--- src/dcache_pkg.sv ---
package dcache_pkg;

  // cache geometry
  localparam int addr_width  = 16;
  localparam int data_width  = 64;
  localparam int offset_bits = 3;
  localparam int num_ways    = 4;
  localparam int num_sets    = 8;
  localparam int set_bits    = 3;
  localparam int tag_bits    = addr_width - set_bits - offset_bits;
  localparam int lru_bits    = num_ways - 1;

  // byte address split into its fields
  typedef struct packed {
    logic [tag_bits-1:0]    tag;
    logic [set_bits-1:0]    index;
    logic [offset_bits-1:0] offset;
  } addr_t;

  // one way of one set
  typedef struct packed {
    logic [data_width-1:0] data;
    logic [tag_bits-1:0]   tag;
    logic                  valid;
    logic                  dirty;
  } cache_line_t;

  // displaced dirty line, line address and contents
  typedef struct packed {
    logic [tag_bits-1:0]   tag;
    logic [set_bits-1:0]   index;
    logic [data_width-1:0] data;
  } evict_t;

endpackage

--- src/mem_bus_pkg.sv ---
package mem_bus_pkg;

  import dcache_pkg::*;

  // memory transaction tags, zero means no tag
  localparam int mem_tag_bits = 4;
  localparam int miss_depth   = 4;

  typedef enum logic [1:0] {
    bus_none  = 2'd0,
    bus_load  = 2'd1,
    bus_store = 2'd2
  } mem_command_t;

  // life of a miss queue slot
  typedef enum logic [1:0] {
    entry_free = 2'd0,
    entry_send = 2'd1,
    entry_wait = 2'd2
  } miss_state_t;

  typedef struct packed {
    logic [tag_bits-1:0]     line_tag;
    logic [set_bits-1:0]     line_index;
    logic [mem_tag_bits-1:0] mem_tag;
    miss_state_t             state;
  } miss_entry_t;

endpackage

--- src/miss_queue.sv ---
`timescale 1ns/100ps

module miss_queue import dcache_pkg::*; import mem_bus_pkg::*; (
  input  logic                    clock,
  input  logic                    reset,
  input  logic                    read_miss,
  input  addr_t                   read_miss_addr,
  input  logic [mem_tag_bits-1:0] mem_response,
  input  logic [data_width-1:0]   mem_data,
  input  logic [mem_tag_bits-1:0] mem_data_tag,
  output mem_command_t            mem_command,
  output addr_t                   mem_addr,
  output logic                    fill_valid,
  output cache_line_t             fill_line,
  output logic [set_bits-1:0]     fill_set,
  output logic                    miss_valid,
  output addr_t                   miss_addr,
  output logic [data_width-1:0]   miss_data
);

  miss_entry_t entry [miss_depth];
  // older[i][j] set when slot i was enqueued before slot j
  logic [miss_depth-1:0] older [miss_depth];

  logic [miss_depth-1:0]         free_vec;
  logic [miss_depth-1:0]         send_vec;
  logic [miss_depth-1:0]         dup_vec;
  logic [miss_depth-1:0]         oldest_vec;
  logic [miss_depth-1:0]         match_vec;
  logic [$clog2(miss_depth)-1:0] alloc_slot;
  logic [$clog2(miss_depth)-1:0] issue_slot;
  logic [$clog2(miss_depth)-1:0] match_slot;
  logic                          enqueue;
  logic                          issuing;
  logic                          accepted;
  logic                          matched;

  function automatic logic [$clog2(miss_depth)-1:0] first_slot(
    input logic [miss_depth-1:0] mask
  );
    logic [$clog2(miss_depth)-1:0] slot;
    slot = '0;
    for (int i = miss_depth - 1; i >= 0; i--) begin
      if (mask[i]) begin
        slot = $clog2(miss_depth)'(i);
      end
    end
    return slot;
  endfunction

  ////////////////////////////////////////////////////////////////////////////
  // slot search
  always_comb begin
    for (int i = 0; i < miss_depth; i++) begin
      free_vec[i]  = (entry[i].state == entry_free);
      send_vec[i]  = (entry[i].state == entry_send);
      // slot matched this cycle still counts, its line is not written yet
      dup_vec[i]   = (entry[i].state != entry_free) &&
                     (entry[i].line_tag == read_miss_addr.tag) &&
                     (entry[i].line_index == read_miss_addr.index);
      match_vec[i] = (entry[i].state == entry_wait) &&
                     (entry[i].mem_tag == mem_data_tag);
    end
    for (int i = 0; i < miss_depth; i++) begin
      oldest_vec[i] = send_vec[i];
      for (int j = 0; j < miss_depth; j++) begin
        if (send_vec[j] && older[j][i]) begin
          oldest_vec[i] = 1'b0;
        end
      end
    end
  end

  assign enqueue    = read_miss && !(|dup_vec) && (|free_vec);
  assign alloc_slot = first_slot(free_vec);
  assign issuing    = |send_vec;
  assign issue_slot = first_slot(oldest_vec);
  assign accepted   = issuing && (mem_response != '0);
  assign matched    = (mem_data_tag != '0) && (|match_vec);
  assign match_slot = first_slot(match_vec);

  ////////////////////////////////////////////////////////////////////////////
  // memory command, held until memory answers with a tag
  assign mem_command = issuing ? bus_load : bus_none;
  assign mem_addr    = issuing ? '{tag: entry[issue_slot].line_tag,
                                   index: entry[issue_slot].line_index,
                                   offset: '0} : '0;

  always_ff @(posedge clock) begin
    if (reset) begin
      for (int i = 0; i < miss_depth; i++) begin
        entry[i] <= '0;
        older[i] <= '0;
      end
      fill_valid <= 1'b0;
    end else begin
      if (enqueue) begin
        entry[alloc_slot] <= '{line_tag: read_miss_addr.tag,
                               line_index: read_miss_addr.index,
                               mem_tag: '0, state: entry_send};
        for (int j = 0; j < miss_depth; j++) begin
          older[alloc_slot][j] <= 1'b0;
          if (j != int'(alloc_slot)) begin
            older[j][alloc_slot] <= 1'b1;
          end
        end
      end
      if (accepted) begin
        entry[issue_slot].mem_tag <= mem_response;
        entry[issue_slot].state   <= entry_wait;
      end
      if (matched) begin
        entry[match_slot].state <= entry_free;
      end
      fill_valid <= matched;
    end
  end

  // returned line, goes to the array and the processor together
  always_ff @(posedge clock) begin
    if (matched) begin
      fill_line <= '{data: mem_data, tag: entry[match_slot].line_tag,
                     valid: 1'b1, dirty: 1'b0};
      fill_set  <= entry[match_slot].line_index;
    end
  end

  assign miss_valid = fill_valid;
  assign miss_data  = fill_line.data;
  assign miss_addr  = '{tag: fill_line.tag, index: fill_set, offset: '0};

endmodule

--- config.mk ---
export PLATFORM = sky130hd
export DESIGN_NAME = miss_queue
export DESIGN_NICKNAME = d
export VERILOG_FILES = /design/src/dcache_pkg.sv /design/src/mem_bus_pkg.sv /design/src/miss_queue.sv
export SDC_FILE = /design/constraint.sdc
export NUM_CORES = 1
export LEC_CHECK = 0
export ABC_CLOCK_PERIOD_IN_PS = 8900
export BUFFER_PORTS_ARGS = -buffer_cell sky130_fd_sc_hd__buf_2
export CORE_MARGIN = 2
export CORE_UTILIZATION = 25
export CTS_CLUSTER_DIAMETER = 30
export DETAILED_ROUTE_END_ITERATION = 16
export SYNTH_ARGS = -nofsm -noshare
export SYNTH_HDL_FRONTEND = slang
export SYNTH_SLANG_ARGS = --single-unit
--- constraint.sdc ---
create_clock -name clock -period 8.9 [get_ports clock]
set_clock_uncertainty 0.05 [all_clocks]
set_input_delay 1.78 -clock clock [delete_from_list [all_inputs] [get_ports clock]]
set_output_delay 1.78 -clock clock [all_outputs]
set_load 0.02 [all_outputs]
==> results.sh <==
export IMPL_synthCells=713
export IMPL_routed_via_density=4.65
export IMPL_grt_start_max_net_pins=67
export IMPL_die_h_um=187
export IMPL_p_sw_frac=0.344
export IMPL_netlist_area_leader_share=0.518
export IMPL_drv_cap=0
export IMPL_min_to="older[3][3]$_SDFFE_PP0P_"
export IMPL_antenna_found_initial=1
export IMPL_holdPathStages=1
export IMPL_postCtsSetupRepairBufs=0
export IMPL_grt_pass1_vias=6037
export IMPL_synth_seq_area_share=0.578
export IMPL_rows=67
export IMPL_status="complete, no violations"
export IMPL_numPortBuffers=257
export IMPL_reg2reg_to="entry[1][17]$_SDFFCE_PN0P_"
export IMPL_cts_tree="yes"
export IMPL_cts_sinks=170
export IMPL_dr_pass1_iters=5
export IMPL_synth_area_leader_cell="edfxtp_1"
export IMPL_synth_cell_area_um2=8410
export IMPL_r2r_start="entry[0][1]$_SDFFE_PP0P_"
export IMPL_instances_no_fill=1332
export IMPL_crit_required_ns=7.07
export IMPL_cp_end_kind="output port"
export IMPL_internal_power_mw=1.53
export IMPL_hold_violations=0
export IMPL_cts_buffers=17
export IMPL_ys_ff_latch=170
export IMPL_ys_types=55
export IMPL_drt_wirelength_per_cell_um=20.1
export IMPL_yosysWarnings=0
export IMPL_seqPwrFrac=0.448
export IMPL_ys_flop_type="edfxtp_1"
export IMPL_rsz0062_at_grt="no"
export IMPL_grt_ovfl_total=0
export IMPL_fp_dieW_um=187
export IMPL_ios=270
export IMPL_dr_total_vias=6189
export IMPL_irDropWorstVdd_mv=0.136
export IMPL_ys_top_cells_by_area="edfxtp_1 52%, buf_4 8.0%, dfxtp_1 6.0%, xnor2_1 5.8%, a22oi_1 3.6%"
export IMPL_remaining_drc_errors=0
export IMPL_final_antenna_net_count=0
export IMPL_clkPwrFrac=0.318
export IMPL_synth_avg_cell_area_um2=11.8
export IMPL_start_util=0.253
export IMPL_track_usage=0.150
export IMPL_path_max_fanout=14
export IMPL_finalSetupTns_ns=0
export IMPL_die_area_um2=35100
export IMPL_worst_r2r_setup_slack_ns=5.28
export IMPL_grt_pass1_wl_um=38800
export IMPL_setup_viol=0
export IMPL_min_from="older[3][3]$_SDFFE_PP0P_"
export IMPL_cts_hold_fix_buffers=0
export IMPL_dpl_hpwl_um=20200
export IMPL_max_freq_mhz=190
export IMPL_area_growth_pct=19.9
export IMPL_cts_root_buf="clkbuf_16"
export IMPL_wl_um=26800
export IMPL_drv_slew=0
export IMPL_switching_power_uw=803
export IMPL_core_area_um2=33300
export IMPL_comb_power_share=0.235
export IMPL_tightest_slew_ns=1.03
export IMPL_dp_cells=1299
export IMPL_timing_final_crit_share=0.592
export IMPL_max_slew_margin=0.311
export IMPL_synth_edf_count=145
export IMPL_worstSkewPairLatency_ns=0.44
export IMPL_layout_nets=961
export IMPL_path_clk_slew_ns=0.08
export IMPL_h_tree_depth=4
export IMPL_synthArstFlopShare=0
export IMPL_place_congestion=0.916
export IMPL_fin_crit_ns=5.27
export IMPL_drive_gt1_frac=0.351
export IMPL_powerDensity_nw_per_um2=231
export IMPL_drtIter0Drc=432
export IMPL_leakage_nw=3.81
export IMPL_clockBufferDepth=2
export IMPL_cp_arrival_ns=3.44
export IMPL_min_path_type="reg -> reg"
export IMPL_cts_resized=0
export IMPL_reg2reg_depth=6
export IMPL_crit_type="reg -> out"
export IMPL_startpoint_type="register"
## logic make-up (layout without fill, tap and decap cells)
logic type             after synthesis  in the layout  share of synthesized area
AO/OA/AOI/OAI                      137            137                      0.123
buffers and inverters              147            310                      0.111
other                                2             10                   0.000893
AND/OR/NAND/NOR                    198            198                      0.126
flip-flops                         170            170                      0.578
XOR/XNOR                            59             59                     0.0615
## cell type report
type	count	area (um2)
inverter	13	48.8
clock inverter	15	171
timing repair buffer	265	1350
antenna	1	2.50
fill	3400	23200
multi-input combinational	403	2670
tap	448	561
sequential	170	4850
clock buffer	17	425
## state kept, by name, summed over array words and instances, names as in the netlist
signal      cells
entry          76
older          16
miss_data      64
fill_valid      1
fill_line      10
fill_set        3
## cells in the final DEF (no fill, tap or decap), types with 4 or more instances in the layout
cell | synthesis | final
buf_4 | 90 | 8
nor2b_1 | 9 | 9
and3b_1 | 4 | 4
nor4_1 | 7 | 7
and2_1 | 10 | 10
buf_2 | 27 | 257
nand3_1 | 5 | 5
dfxtp_1 | 25 | 25
conb_1 | 2 | 9
nor2_1 | 56 | 56
a211oi_1 | 6 | 6
and3_1 | 17 | 17
xnor2_1 | 56 | 56
nand2_1 | 40 | 40
clkbuf_16 | 0 | 17
a2bb2oi_1 | 15 | 15
a21oi_1 | 27 | 26
o21ai_0 | 21 | 21
a22oi_1 | 40 | 40
inv_1 | 12 | 12
clkinv_8 | 0 | 4
nor3_1 | 9 | 9
o2bb2ai_1 | 6 | 6
edfxtp_1 | 145 | 145
inv_8 | 0 | 6
nand4_1 | 20 | 20
## cell usage after synthesis, drive strengths merged (4+ instances only)
cell type	count
a21oi	27
nor2b	11
buf	118
clkbuf	16
o21ai	21
nor3	10
dfxtp	25
a2bb2oi	15
xnor2	56
nand2	40
nand3	5
and3	17
o2bb2ai	6
nand4	20
a2111oi	7
and2	10
inv	12
a211oi	6
nor4	10
edfxtp	145
a22oi	41
nor2	56
and3b	4
## power by group through the flow
stage / clock (mW) / sequential, mW / combinational (mW)
2_1_floorplan: 0 / 1.05 / 0.369
3_3_place_gp: 0 / 1.06 / 0.545
3_5_place_dp: 0 / 1.06 / 0.546
4_1_cts: 0.764 / 1.04 / 0.549
5_1_grt: 0.795 / 1.05 / 0.583
6_report: 0.741 / 1.05 / 0.547
## critical path, stage by stage, from the launching register on
cell and delay (ns):
dfxtp_1 0.57, and3b_1 0.26, a2111oi_4 0.44, nor2b_2 0.78, a22oi_1 0.15, a2bb2oi_1 0.19
a21oi_1 0.36, buf_2 0.24
## metal layers
layer / share of wire / vias to the layer above / track usage
li1: - / 2827 / -
met1: 0.40 / 3019 / 0.181
met2: 0.51 / 316 / 0.266
met3: 0.073 / 27 / 0.0349
met4: 0.015 / 0 / 0.0443
met5: 0 / - / 0
## stage by stage
stage           util  hold slack [ns]  total power, mW  setup slack [ns]  cell area, um2
3_3_place_gp   0.285            0.411             1.60              3.71            9480
2_1_floorplan      -            0.396             1.42              1.84            8430
6_report       0.303            0.435             2.33              3.63           10100
3_5_place_dp   0.285            0.421             1.61              3.66            9480
4_1_cts        0.303            0.435             2.36              3.61           10100
5_1_grt        0.303            0.453             2.43              3.45           10100
## worst max-delay path by stage
| stage | start | to | slack [ns] | cells past startpoint |
|---|---|---|---|---|
| CTS | entry[2][1]$_SDFFE_PP0P_ | mem_addr[15] | 3.61 | 7 |
| floorplan | mem_data_tag[1] | fill_line[10]$_DFFE_PP_ | 1.84 | 5 |
| global placement | mem_data_tag[3] | miss_data[1]$_DFFE_PP_ | 3.71 | 7 |
| finish | entry[2][1]$_SDFFE_PP0P_ | mem_addr[15] | 3.63 | 7 |
| global route | entry[0][1]$_SDFFE_PP0P_ | mem_addr[3] | 3.45 | 7 |
| detailed placement | mem_data_tag[3] | miss_data[19]$_DFFE_PP_ | 3.66 | 7 |
Note: power is estimated with default switching activity, not from simulation.
